==> src/hdl/decode_pkg.sv <==
package decode_pkg;

    typedef logic [31:0] inst_t;
    typedef logic [6:0]  opcode_t;
    typedef logic [2:0]  funct3_t;
    typedef logic [6:0]  funct7_t;
    typedef logic [4:0]  reg_addr_t;
    typedef logic [11:0] csr_addr_t;

    localparam opcode_t OPCODE_LUI       = 7'b0110111;
    localparam opcode_t OPCODE_AUIPC     = 7'b0010111;
    localparam opcode_t OPCODE_JAL       = 7'b1101111;
    localparam opcode_t OPCODE_JALR      = 7'b1100111;
    localparam opcode_t OPCODE_BRANCH    = 7'b1100011;
    localparam opcode_t OPCODE_LOAD      = 7'b0000011;
    localparam opcode_t OPCODE_STORE     = 7'b0100011;
    localparam opcode_t OPCODE_ARITH_IMM = 7'b0010011;
    localparam opcode_t OPCODE_ARITH     = 7'b0110011;
    localparam opcode_t OPCODE_SYSTEM    = 7'b1110011;

    localparam funct7_t FUNCT7_BASE = 7'h00;
    // selects SUB, SRA and SRAI
    localparam funct7_t FUNCT7_ALT  = 7'h20;

    // conditional branches
    localparam funct3_t FUNCT3_BEQ  = 3'd0;
    localparam funct3_t FUNCT3_BNE  = 3'd1;
    localparam funct3_t FUNCT3_BLT  = 3'd4;
    localparam funct3_t FUNCT3_BGE  = 3'd5;
    localparam funct3_t FUNCT3_BLTU = 3'd6;
    localparam funct3_t FUNCT3_BGEU = 3'd7;

    // loads and stores
    localparam funct3_t FUNCT3_LB  = 3'd0;
    localparam funct3_t FUNCT3_LH  = 3'd1;
    localparam funct3_t FUNCT3_LW  = 3'd2;
    localparam funct3_t FUNCT3_LBU = 3'd4;
    localparam funct3_t FUNCT3_LHU = 3'd5;
    localparam funct3_t FUNCT3_SB  = 3'd0;
    localparam funct3_t FUNCT3_SH  = 3'd1;
    localparam funct3_t FUNCT3_SW  = 3'd2;

    // shared by register and immediate arithmetic
    localparam funct3_t FUNCT3_ADD_SUB = 3'd0;
    localparam funct3_t FUNCT3_SLL     = 3'd1;
    localparam funct3_t FUNCT3_SLT     = 3'd2;
    localparam funct3_t FUNCT3_SLTU    = 3'd3;
    localparam funct3_t FUNCT3_XOR     = 3'd4;
    localparam funct3_t FUNCT3_SRL_SRA = 3'd5;
    localparam funct3_t FUNCT3_OR      = 3'd6;
    localparam funct3_t FUNCT3_AND     = 3'd7;

    localparam funct3_t FUNCT3_CSRRW  = 3'd1;
    localparam funct3_t FUNCT3_CSRRS  = 3'd2;
    localparam funct3_t FUNCT3_CSRRC  = 3'd3;
    localparam funct3_t FUNCT3_CSRRWI = 3'd5;
    localparam funct3_t FUNCT3_CSRRSI = 3'd6;
    localparam funct3_t FUNCT3_CSRRCI = 3'd7;

    typedef enum logic [2:0] {
        IMM_TYPE_I, IMM_TYPE_S, IMM_TYPE_B, IMM_TYPE_U, IMM_TYPE_J, IMM_TYPE_CSR
    } imm_type_e;

    typedef enum logic {
        ALU_ARG_1_SEL_REGFILE_R_DATA_1, ALU_ARG_1_SEL_PC
    } alu_arg_1_sel_e;

    typedef enum logic [1:0] {
        ALU_ARG_2_SEL_REGFILE_R_DATA_2, ALU_ARG_2_SEL_IMM, ALU_ARG_2_SEL_4
    } alu_arg_2_sel_e;

    typedef enum logic [3:0] {
        ALU_OP_ADD, ALU_OP_SUB, ALU_OP_SLL, ALU_OP_SLT, ALU_OP_SLTU, ALU_OP_XOR,
        ALU_OP_SRL, ALU_OP_SRA, ALU_OP_OR, ALU_OP_AND, ALU_OP_SEQ, ALU_OP_SNEQ,
        ALU_OP_SGE, ALU_OP_SGEU, ALU_OP_ARG_1_BYPASS, ALU_OP_ARG_2_BYPASS
    } alu_op_e;

    typedef enum logic [3:0] {
        DATA_MEM_OP_NONE, DATA_MEM_OP_LOAD_BYTE, DATA_MEM_OP_LOAD_HALF,
        DATA_MEM_OP_LOAD_WORD, DATA_MEM_OP_LOAD_BYTE_UNSIGNED,
        DATA_MEM_OP_LOAD_HALF_UNSIGNED, DATA_MEM_OP_STORE_BYTE,
        DATA_MEM_OP_STORE_HALF, DATA_MEM_OP_STORE_WORD
    } data_mem_op_e;

    typedef enum logic [1:0] {
        BRANCH_TYPE_NONE, BRANCH_TYPE_CONDITIONAL, BRANCH_TYPE_UNCONDITIONAL
    } branch_type_e;

    typedef enum logic {
        BRANCH_PC_SEL_PC_PLUS_IMM, BRANCH_PC_SEL_REGFILE_R_DATA_1_PLUS_IMM
    } branch_pc_sel_e;

    typedef enum logic [1:0] {
        REGFILE_W_DATA_SEL_ALU, REGFILE_W_DATA_SEL_DATA_MEM, REGFILE_W_DATA_SEL_CSR
    } regfile_w_data_sel_e;

    typedef enum logic [1:0] {
        CSR_WRITE_TYPE_COPY, CSR_WRITE_TYPE_SET, CSR_WRITE_TYPE_CLEAR
    } csr_write_type_e;

endpackage
==> src/hdl/uop_if.sv <==
`timescale 1ns/1ps

interface uop_if;
    import decode_pkg::*;

    logic                valid;
    logic                illegal;
    logic                rf_w_en;
    reg_addr_t           rf_w_addr;
    reg_addr_t           rf_r_addr_1;
    reg_addr_t           rf_r_addr_2;
    imm_type_e           imm_type;
    alu_arg_1_sel_e      alu_arg_1_sel;
    alu_arg_2_sel_e      alu_arg_2_sel;
    alu_op_e             alu_op;
    data_mem_op_e        data_mem_op;
    branch_type_e        branch_type;
    branch_pc_sel_e      branch_pc_sel;
    regfile_w_data_sel_e rf_w_data_sel;
    csr_addr_t           csr_addr;
    logic                csr_w_en;
    csr_write_type_e     csr_w_type;

    modport producer (
        output valid, illegal, rf_w_en, rf_w_addr, rf_r_addr_1, rf_r_addr_2, imm_type,
               alu_arg_1_sel, alu_arg_2_sel, alu_op, data_mem_op, branch_type,
               branch_pc_sel, rf_w_data_sel, csr_addr, csr_w_en, csr_w_type
    );
    modport consumer (
        input valid, illegal, rf_w_en, rf_w_addr, rf_r_addr_1, rf_r_addr_2, imm_type,
              alu_arg_1_sel, alu_arg_2_sel, alu_op, data_mem_op, branch_type,
              branch_pc_sel, rf_w_data_sel, csr_addr, csr_w_en, csr_w_type
    );
endinterface

==> src/hdl/inst_fields_if.sv <==
`timescale 1ns/1ps

interface inst_fields_if;
    import decode_pkg::*;

    logic      valid;
    opcode_t   opcode;
    funct3_t   funct3;
    funct7_t   funct7;
    reg_addr_t rd;
    reg_addr_t rs1;
    reg_addr_t rs2;
    csr_addr_t csr_addr;

    modport producer (output valid, opcode, funct3, funct7, rd, rs1, rs2, csr_addr);
    modport consumer (input valid, opcode, funct3, funct7, rd, rs1, rs2, csr_addr);
endinterface

==> src/hdl/rv_decode.sv <==
`timescale 1ns/1ps

module rv_decode (
    input  logic                            i_clk,
    input  logic                            i_rst_n,
    input  logic                            i_valid,
    input  decode_pkg::inst_t               i_inst,
    output logic                            o_valid,
    output logic                            o_illegal,
    output logic                            o_rf_w_en,
    output decode_pkg::reg_addr_t           o_rf_w_addr,
    output decode_pkg::reg_addr_t           o_rf_r_addr_1,
    output decode_pkg::reg_addr_t           o_rf_r_addr_2,
    output decode_pkg::imm_type_e           o_imm_type,
    output decode_pkg::alu_arg_1_sel_e      o_alu_arg_1_sel,
    output decode_pkg::alu_arg_2_sel_e      o_alu_arg_2_sel,
    output decode_pkg::alu_op_e             o_alu_op,
    output decode_pkg::data_mem_op_e        o_data_mem_op,
    output decode_pkg::branch_type_e        o_branch_type,
    output decode_pkg::branch_pc_sel_e      o_branch_pc_sel,
    output decode_pkg::regfile_w_data_sel_e o_rf_w_data_sel,
    output decode_pkg::csr_addr_t           o_csr_addr,
    output logic                            o_csr_w_en,
    output decode_pkg::csr_write_type_e     o_csr_w_type
);

    inst_fields_if inst_fields ();
    uop_if         uop ();

    // stage 1
    inst_capture i_inst_capture (
        .i_clk    (i_clk),
        .i_rst_n  (i_rst_n),
        .i_valid  (i_valid),
        .i_inst   (i_inst),
        .o_fields (inst_fields)
    );

    uop_decoder i_uop_decoder (
        .i_fields (inst_fields),
        .o_uop    (uop)
    );

    // stage 2
    uop_register i_uop_register (
        .i_clk           (i_clk),
        .i_rst_n         (i_rst_n),
        .i_uop           (uop),
        .o_valid         (o_valid),
        .o_illegal       (o_illegal),
        .o_rf_w_en       (o_rf_w_en),
        .o_rf_w_addr     (o_rf_w_addr),
        .o_rf_r_addr_1   (o_rf_r_addr_1),
        .o_rf_r_addr_2   (o_rf_r_addr_2),
        .o_imm_type      (o_imm_type),
        .o_alu_arg_1_sel (o_alu_arg_1_sel),
        .o_alu_arg_2_sel (o_alu_arg_2_sel),
        .o_alu_op        (o_alu_op),
        .o_data_mem_op   (o_data_mem_op),
        .o_branch_type   (o_branch_type),
        .o_branch_pc_sel (o_branch_pc_sel),
        .o_rf_w_data_sel (o_rf_w_data_sel),
        .o_csr_addr      (o_csr_addr),
        .o_csr_w_en      (o_csr_w_en),
        .o_csr_w_type    (o_csr_w_type)
    );
endmodule

==> src/hdl/uop_register.sv <==
`timescale 1ns/1ps

module uop_register (
    input  logic                            i_clk,
    input  logic                            i_rst_n,
    uop_if.consumer                         i_uop,
    output logic                            o_valid,
    output logic                            o_illegal,
    output logic                            o_rf_w_en,
    output decode_pkg::reg_addr_t           o_rf_w_addr,
    output decode_pkg::reg_addr_t           o_rf_r_addr_1,
    output decode_pkg::reg_addr_t           o_rf_r_addr_2,
    output decode_pkg::imm_type_e           o_imm_type,
    output decode_pkg::alu_arg_1_sel_e      o_alu_arg_1_sel,
    output decode_pkg::alu_arg_2_sel_e      o_alu_arg_2_sel,
    output decode_pkg::alu_op_e             o_alu_op,
    output decode_pkg::data_mem_op_e        o_data_mem_op,
    output decode_pkg::branch_type_e        o_branch_type,
    output decode_pkg::branch_pc_sel_e      o_branch_pc_sel,
    output decode_pkg::regfile_w_data_sel_e o_rf_w_data_sel,
    output decode_pkg::csr_addr_t           o_csr_addr,
    output logic                            o_csr_w_en,
    output decode_pkg::csr_write_type_e     o_csr_w_type
);
    import decode_pkg::*;

    // side effects are squashed here on illegal
    always_ff @(posedge i_clk) begin
        if (!i_rst_n) begin
            o_valid       <= 1'b0;
            o_illegal     <= 1'b0;
            o_rf_w_en     <= 1'b0;
            o_csr_w_en    <= 1'b0;
            o_data_mem_op <= DATA_MEM_OP_NONE;
            o_branch_type <= BRANCH_TYPE_NONE;
        end else begin
            o_valid <= i_uop.valid;
            if (i_uop.valid) begin
                o_illegal     <= i_uop.illegal;
                o_rf_w_en     <= i_uop.rf_w_en && !i_uop.illegal;
                o_csr_w_en    <= i_uop.csr_w_en && !i_uop.illegal;
                o_data_mem_op <= i_uop.illegal ? DATA_MEM_OP_NONE : i_uop.data_mem_op;
                o_branch_type <= i_uop.illegal ? BRANCH_TYPE_NONE : i_uop.branch_type;
            end
        end
    end

    always_ff @(posedge i_clk) begin
        if (i_uop.valid) begin
            o_rf_w_addr     <= i_uop.rf_w_addr;
            o_rf_r_addr_1   <= i_uop.rf_r_addr_1;
            o_rf_r_addr_2   <= i_uop.rf_r_addr_2;
            o_imm_type      <= i_uop.imm_type;
            o_alu_arg_1_sel <= i_uop.alu_arg_1_sel;
            o_alu_arg_2_sel <= i_uop.alu_arg_2_sel;
            o_alu_op        <= i_uop.alu_op;
            o_branch_pc_sel <= i_uop.branch_pc_sel;
            o_rf_w_data_sel <= i_uop.rf_w_data_sel;
            o_csr_addr      <= i_uop.csr_addr;
            o_csr_w_type    <= i_uop.csr_w_type;
        end
    end
endmodule

==> src/hdl/uop_decoder.sv <==
`timescale 1ns/1ps

module uop_decoder (
    inst_fields_if.consumer i_fields,
    uop_if.producer         o_uop
);
    import decode_pkg::*;

    logic f7_alt;
    logic f7_ok;

    assign f7_alt = (i_fields.funct7 == FUNCT7_ALT);
    assign f7_ok  = f7_alt || (i_fields.funct7 == FUNCT7_BASE);

    assign o_uop.valid       = i_fields.valid;
    assign o_uop.rf_w_addr   = i_fields.rd;
    assign o_uop.rf_r_addr_1 = i_fields.rs1;
    assign o_uop.rf_r_addr_2 = i_fields.rs2;
    assign o_uop.csr_addr    = i_fields.csr_addr;

    always_comb begin
        // unused selectors stay at the first enum value
        o_uop.illegal       = 1'b0;
        o_uop.rf_w_en       = 1'b0;
        o_uop.imm_type      = IMM_TYPE_I;
        o_uop.alu_arg_1_sel = ALU_ARG_1_SEL_REGFILE_R_DATA_1;
        o_uop.alu_arg_2_sel = ALU_ARG_2_SEL_REGFILE_R_DATA_2;
        o_uop.alu_op        = ALU_OP_ADD;
        o_uop.data_mem_op   = DATA_MEM_OP_NONE;
        o_uop.branch_type   = BRANCH_TYPE_NONE;
        o_uop.branch_pc_sel = BRANCH_PC_SEL_PC_PLUS_IMM;
        o_uop.rf_w_data_sel = REGFILE_W_DATA_SEL_ALU;
        o_uop.csr_w_en      = 1'b0;
        o_uop.csr_w_type    = CSR_WRITE_TYPE_COPY;

        case (i_fields.opcode)
            OPCODE_LUI: begin
                o_uop.rf_w_en       = 1'b1;
                o_uop.imm_type      = IMM_TYPE_U;
                o_uop.alu_arg_2_sel = ALU_ARG_2_SEL_IMM;
                o_uop.alu_op        = ALU_OP_ARG_2_BYPASS;
            end
            OPCODE_AUIPC: begin
                o_uop.rf_w_en       = 1'b1;
                o_uop.imm_type      = IMM_TYPE_U;
                o_uop.alu_arg_1_sel = ALU_ARG_1_SEL_PC;
                o_uop.alu_arg_2_sel = ALU_ARG_2_SEL_IMM;
            end
            // link value pc + 4 goes through the ALU
            OPCODE_JAL, OPCODE_JALR: begin
                o_uop.rf_w_en       = 1'b1;
                o_uop.alu_arg_1_sel = ALU_ARG_1_SEL_PC;
                o_uop.alu_arg_2_sel = ALU_ARG_2_SEL_4;
                o_uop.branch_type   = BRANCH_TYPE_UNCONDITIONAL;
                if (i_fields.opcode == OPCODE_JAL) begin
                    o_uop.imm_type = IMM_TYPE_J;
                end else begin
                    o_uop.branch_pc_sel = BRANCH_PC_SEL_REGFILE_R_DATA_1_PLUS_IMM;
                end
            end
            OPCODE_BRANCH: begin
                o_uop.imm_type    = IMM_TYPE_B;
                o_uop.branch_type = BRANCH_TYPE_CONDITIONAL;
                case (i_fields.funct3)
                    FUNCT3_BEQ:  o_uop.alu_op = ALU_OP_SEQ;
                    FUNCT3_BNE:  o_uop.alu_op = ALU_OP_SNEQ;
                    FUNCT3_BLT:  o_uop.alu_op = ALU_OP_SLT;
                    FUNCT3_BGE:  o_uop.alu_op = ALU_OP_SGE;
                    FUNCT3_BLTU: o_uop.alu_op = ALU_OP_SLTU;
                    FUNCT3_BGEU: o_uop.alu_op = ALU_OP_SGEU;
                    default:     o_uop.illegal = 1'b1;
                endcase
            end
            OPCODE_LOAD: begin
                o_uop.rf_w_en       = 1'b1;
                o_uop.alu_arg_2_sel = ALU_ARG_2_SEL_IMM;
                o_uop.rf_w_data_sel = REGFILE_W_DATA_SEL_DATA_MEM;
                case (i_fields.funct3)
                    FUNCT3_LB:  o_uop.data_mem_op = DATA_MEM_OP_LOAD_BYTE;
                    FUNCT3_LH:  o_uop.data_mem_op = DATA_MEM_OP_LOAD_HALF;
                    FUNCT3_LW:  o_uop.data_mem_op = DATA_MEM_OP_LOAD_WORD;
                    FUNCT3_LBU: o_uop.data_mem_op = DATA_MEM_OP_LOAD_BYTE_UNSIGNED;
                    FUNCT3_LHU: o_uop.data_mem_op = DATA_MEM_OP_LOAD_HALF_UNSIGNED;
                    default:    o_uop.illegal = 1'b1;
                endcase
            end
            OPCODE_STORE: begin
                o_uop.imm_type      = IMM_TYPE_S;
                o_uop.alu_arg_2_sel = ALU_ARG_2_SEL_IMM;
                case (i_fields.funct3)
                    FUNCT3_SB: o_uop.data_mem_op = DATA_MEM_OP_STORE_BYTE;
                    FUNCT3_SH: o_uop.data_mem_op = DATA_MEM_OP_STORE_HALF;
                    FUNCT3_SW: o_uop.data_mem_op = DATA_MEM_OP_STORE_WORD;
                    default:   o_uop.illegal = 1'b1;
                endcase
            end
            OPCODE_ARITH_IMM, OPCODE_ARITH: begin
                o_uop.rf_w_en = 1'b1;
                if (i_fields.opcode == OPCODE_ARITH_IMM) begin
                    o_uop.alu_arg_2_sel = ALU_ARG_2_SEL_IMM;
                end
                case (i_fields.funct3)
                    FUNCT3_SLL: begin
                        o_uop.alu_op  = ALU_OP_SLL;
                        o_uop.illegal = !f7_ok;
                    end
                    FUNCT3_SLT:  o_uop.alu_op = ALU_OP_SLT;
                    FUNCT3_SLTU: o_uop.alu_op = ALU_OP_SLTU;
                    FUNCT3_XOR:  o_uop.alu_op = ALU_OP_XOR;
                    FUNCT3_OR:   o_uop.alu_op = ALU_OP_OR;
                    FUNCT3_AND:  o_uop.alu_op = ALU_OP_AND;
                    FUNCT3_SRL_SRA: begin
                        o_uop.alu_op  = f7_alt ? ALU_OP_SRA : ALU_OP_SRL;
                        o_uop.illegal = !f7_ok;
                    end
                    // addi carries no funct7
                    FUNCT3_ADD_SUB: begin
                        if (i_fields.opcode == OPCODE_ARITH) begin
                            o_uop.alu_op  = f7_alt ? ALU_OP_SUB : ALU_OP_ADD;
                            o_uop.illegal = !f7_ok;
                        end
                    end
                endcase
            end
            OPCODE_SYSTEM: begin
                o_uop.rf_w_data_sel = REGFILE_W_DATA_SEL_CSR;
                o_uop.rf_w_en       = 1'b1;
                o_uop.csr_w_en      = 1'b1;
                case (i_fields.funct3)
                    FUNCT3_CSRRW:  o_uop.csr_w_type = CSR_WRITE_TYPE_COPY;
                    FUNCT3_CSRRS:  o_uop.csr_w_type = CSR_WRITE_TYPE_SET;
                    FUNCT3_CSRRC:  o_uop.csr_w_type = CSR_WRITE_TYPE_CLEAR;
                    FUNCT3_CSRRWI: o_uop.csr_w_type = CSR_WRITE_TYPE_COPY;
                    FUNCT3_CSRRSI: o_uop.csr_w_type = CSR_WRITE_TYPE_SET;
                    FUNCT3_CSRRCI: o_uop.csr_w_type = CSR_WRITE_TYPE_CLEAR;
                    // ecall, mret, wfi and friends
                    default:       o_uop.illegal = 1'b1;
                endcase
                // funct3[2] picks the zimm forms
                if (i_fields.funct3[2]) begin
                    o_uop.imm_type      = IMM_TYPE_CSR;
                    o_uop.alu_arg_2_sel = ALU_ARG_2_SEL_IMM;
                    o_uop.alu_op        = ALU_OP_ARG_2_BYPASS;
                end else begin
                    o_uop.alu_op = ALU_OP_ARG_1_BYPASS;
                end
            end
            // fence and undefined opcodes
            default: o_uop.illegal = 1'b1;
        endcase
    end
endmodule

==> src/hdl/inst_capture.sv <==
`timescale 1ns/1ps

module inst_capture (
    input  logic              i_clk,
    input  logic              i_rst_n,
    input  logic              i_valid,
    input  decode_pkg::inst_t i_inst,
    inst_fields_if.producer   o_fields
);
    import decode_pkg::*;

    logic  valid_q;
    inst_t inst_q;

    always_ff @(posedge i_clk) begin
        if (!i_rst_n) begin
            valid_q <= 1'b0;
        end else begin
            valid_q <= i_valid;
        end
    end

    // word held until the next valid
    always_ff @(posedge i_clk) begin
        if (i_valid) begin
            inst_q <= i_inst;
        end
    end

    assign o_fields.valid    = valid_q;
    assign o_fields.opcode   = inst_q[6:0];
    assign o_fields.rd       = inst_q[11:7];
    assign o_fields.funct3   = inst_q[14:12];
    assign o_fields.rs1      = inst_q[19:15];
    assign o_fields.rs2      = inst_q[24:20];
    assign o_fields.funct7   = inst_q[31:25];
    assign o_fields.csr_addr = inst_q[31:20];
endmodule

==> config.mk <==
export PLATFORM = sky130hd
export DESIGN_NAME = rv_decode
export DESIGN_NICKNAME = d
export VERILOG_FILES = /design/src/hdl/decode_pkg.sv /design/src/hdl/uop_if.sv /design/src/hdl/inst_fields_if.sv /design/src/hdl/rv_decode.sv /design/src/hdl/uop_register.sv /design/src/hdl/uop_decoder.sv /design/src/hdl/inst_capture.sv
export SDC_FILE = /design/constraint.sdc
export NUM_CORES = 1
export LEC_CHECK = 0
export ABC_CLOCK_PERIOD_IN_PS = 5500
export BUFFER_PORTS_ARGS = -buffer_cell sky130_fd_sc_hd__buf_2
export CAP_MARGIN = 10
export CORE_MARGIN = 4
export CORE_UTILIZATION = 35
export CTS_CLUSTER_SIZE = 25
export DETAILED_ROUTE_END_ITERATION = 10
export GPL_TIMING_DRIVEN = 1
export SETUP_SLACK_MARGIN = 0.2
export SLEW_MARGIN = 20
export SYNTH_ARGS = -nofsm -noshare
export SYNTH_HDL_FRONTEND = slang
export SYNTH_SLANG_ARGS = --single-unit
==> constraint.sdc <==
create_clock -name i_clk -period 5.5 [get_ports i_clk]
set_input_delay 0.55 -clock i_clk [delete_from_list [all_inputs] [get_ports i_clk]]
set_output_delay 0.55 -clock i_clk [all_outputs]
set_load 0.01 [all_outputs]
==> flow_summary.json <==
{
  "outcome": "finished, final reports clean",
  "seq_area_frac_synth": 0.746,
  "ys_types": 46,
  "die_area_um2": 10300,
  "r2r_end": "i_uop_register.o_rf_w_en",
  "drt_first_pass_iters": 4,
  "period_needed_ns": 2.09,
  "fin_crit_sh": 0.379,
  "vias_per_cell": 4.78,
  "worst_ep_required_time_ns": 5.75,
  "max_stage_delay_ns": 0.66,
  "syn-num-nets": 244,
  "cp_slowest_cell": "sky130_fd_sc_hd__edfxtp_1",
  "clk_pin_slew_worst_paths_ns": 0.09,
  "synthesis.area_per_instance_um2": 14.7,
  "setup-violations-final": 0,
  "first_global_vias": 1868,
  "timing.critical_path.arrival_ns": 2.33,
  "total_grt_usage": 0.125,
  "criticalPathCategory": "reg2reg",
  "netlist_top_cells_count": "sky130_fd_sc_hd__edfxtp_1, sky130_fd_sc_hd__dfxtp_1, sky130_fd_sc_hd__nand2_1, sky130_fd_sc_hd__nor2_1",
  "io_buffers": 86,
  "drcViolationCount": 0,
  "holdPathStages": 1,
  "yosysWarningCount": 0,
  "static-leakage-power_nw": 1.42,
  "grt_start_max_net_pins": 50,
  "yosysTopAreaCellShare": 0.674,
  "route.vias.total": 1911,
  "clock_h_tree_levels": 3,
  "die_w_um": 102,
  "timing_worst_slew_pin_value_ns": 1.07,
  "reg2reg_slack_ns": 3.41,
  "ff2ff_path_depth": 5,
  "dpl.hpwl_mm": 4.30,
  "clock_skew_ns": 0.00734,
  "routed_wire_length_per_instance_um": 15.2,
  "post-layout-total-power_w": 0.00126,
  "grt_overflow": 0,
  "cts-root-buf": "sky130_fd_sc_hd__clkbuf_8",
  "dominant_cell_type_by_area_after_synthesis": "sky130_fd_sc_hd__edfxtp_1",
  "initial_utilization": 0.367,
  "hp-class": "in2reg",
  "antenna-diode-count": 0,
  "maxCapViolCount": 0,
  "layout.filler_cells": 775,
  "post_cts_resized": 0,
  "setup-tns-final_ns": 0,
  "global_route_wire_length_before_repair_mm": 9.63,
  "numPlacedInstances": 384,
  "syn-cell-area_um2": 3070,
  "final_weighted_congestion_in_routability_driven_placement": 0.777,
  "fin_nets": 325,
  "f_max_ghz": 0.480,
  "routed_wl_mm": 6.08,
  "synth-edff-count": 69,
  "pwr_cell_area_nw_per_um2": 335,
  "stdcell_count": 400,
  "cts_hold_buf": 0,
  "end_of_flow_core_utilization": 0.448,
  "postCtsSetupBuffers": 0,
  "final_layout_size_suffix_gt1_frac": 0.359,
  "synthesis.instances": 209,
  "ys_seq_elements": 80,
  "tritoncts_clock_tree": "yes",
  "grt_antenna_before_repair": 0,
  "netlist_top_cells_area": "sky130_fd_sc_hd__edfxtp_1, sky130_fd_sc_hd__dfxtp_1, sky130_fd_sc_hd__nor3_1",
  "ys_async_sr_fraction": 0,
  "unrepaired_setup_endpoints_after_global_routing": "false",
  "rows": 33,
  "io_pins": 87,
  "crit_path_capture_type": "flip-flop",
  "finalHoldWorstSlack_ns": 0.365,
  "final_max_slew_viol_count": 0,
  "cts-root-to-sink-buffers": 2,
  "die_height_um": 102,
  "peak_supply_drop_mv": 0.147,
  "setup_crit_start_kind": "flip-flop",
  "cts.sinks": 80,
  "detail-route-antenna-nets": 0,
  "whs_endpoint": "i_inst_capture.inst_q[17]",
  "fp.coreArea_um2": 8380,
  "critPathMaxFanout": 20,
  "path_cells": "and2b_1 > o211ai_1 > o32a_1 > or4_4 > a41o_1",
  "area.growth.synth_to_final_pct": 22.1,
  "worst_reg2reg_startpoint": "i_inst_capture.inst_q[14]",
  "yosys.cell_count.top_type": "sky130_fd_sc_hd__edfxtp_1",
  "drt-initial-drc-count": 115,
  "ys_dominant_reg_cell": "sky130_fd_sc_hd__edfxtp_1",
  "hold_start": "i_inst[17]",
  "slew-limit-headroom": 0.284,
  "tritoncts.num_buffers": 9,
  "final_count_of_hold_timing_violations": 0,
  "later_pin_clock_latency_in_the_skew_report_ns": 0.35
}
==> registers in the layout (all words and copies together) (netlist names), 2 cells and up <==
name	flops
i_inst_capture.inst_q	32
i_uop_register.o_alu_arg_2_sel	2
i_uop_register.o_alu_op	4
i_uop_register.o_branch_type	2
i_uop_register.o_csr_addr	12
i_uop_register.o_csr_w_type	2
i_uop_register.o_data_mem_op	4
i_uop_register.o_imm_type	3
i_uop_register.o_rf_r_addr_1	5
i_uop_register.o_rf_w_addr	5
i_uop_register.o_rf_w_data_sel	2
==> where the power goes <==
| group | internal, W | total (W) | switching [W] |
|---|---|---|---|
| Clock | 0.000213 | 0.000433 | 0.000219 |
| Combinational | 0.0000399 | 0.0000861 | 0.0000462 |
| Sequential | 0.000703 | 0.000737 | 0.0000342 |
| Total | 0.000956 | 0.00126 | 0.000300 |
==> worst max-delay path by stage <==
stage / from / to / slack (ns) / cells after the start
2_1_floorplan: i_inst_capture.o_fields.valid / i_uop_register.o_data_mem_op[1] / 3.45 / 4
3_3_place_gp: i_inst_capture.inst_q[14] / i_uop_register.o_rf_w_en / 3.44 / 5
3_5_place_dp: i_inst_capture.inst_q[14] / i_uop_register.o_rf_w_en / 3.42 / 5
4_1_cts: i_inst_capture.inst_q[14] / i_uop_register.o_rf_w_en / 3.41 / 5
5_1_grt: i_inst_capture.inst_q[14] / i_uop_register.o_rf_w_en / 3.32 / 5
6_report: i_inst_capture.inst_q[14] / i_uop_register.o_rf_w_en / 3.41 / 5
==> layout by cell type (no fill, tap or decap), types with 5 or more instances in the layout <==
cell                        n
sky130_fd_sc_hd__clkbuf_8   9
sky130_fd_sc_hd__dfxtp_1   10
sky130_fd_sc_hd__a21oi_1    8
sky130_fd_sc_hd__edfxtp_1  69
sky130_fd_sc_hd__inv_1      9
sky130_fd_sc_hd__nor2b_1    7
sky130_fd_sc_hd__nor3_1     9
sky130_fd_sc_hd__buf_2     86
sky130_fd_sc_hd__and2_1     6
sky130_fd_sc_hd__nor2_1    10
sky130_fd_sc_hd__nand2_1   11
sky130_fd_sc_hd__nand3_1    5
==> through the flow <==
step	instance area, um^2	setup WS, ns
finish	3750	3.41
global route	3750	3.32
CTS	3750	3.41
detailed placement	3550	3.42
global placement	3550	3.44
floorplan	3070	3.45
==> routing by layer <==
layer  wire length, um  vias up  global-route usage
met1              2680      892               0.167
met5                 0        -                   0
met4               131        0              0.0583
met2              2920       58               0.188
met3               346       11              0.0379
li1                  -      950                   -
==> cells by family (layout without fill, tap and decap cells) <==
| kind of cell | count (synthesis) | count (layout) | synth area share |
|---|---|---|---|
| xor gates and xnor gates | 3 | 3 | 0.00855 |
| DFF | 80 | 80 | 0.746 |
| AOI/OAI and AO/OA | 35 | 35 | 0.0806 |
| and+or+nand+nor | 62 | 62 | 0.114 |
| buffers and inverters | 25 | 111 | 0.0387 |
| muxes | 4 | 4 | 0.0130 |
==> area by class of cell <==
cell class              instances  area [um^2]  share of cell area
flip-flops and latches         80         2290               0.611
multi-input cells             104          663               0.177
repair buffers                 86          430               0.115
well taps                     105          131              0.0350
clock buffers                   9          124              0.0330
clock inverters                 7         77.6              0.0207
inverters                       9         33.8             0.00900
==> critical path, delay by kind of cell, from the launching register on <==
kind | cells | cell delay [ns]
DFF | 1 | 0.66
and+or+nand+nor | 2 | 0.80
AOI/OAI and AO/OA | 3 | 0.52
Note: power is estimated with default switching activity, not from simulation.
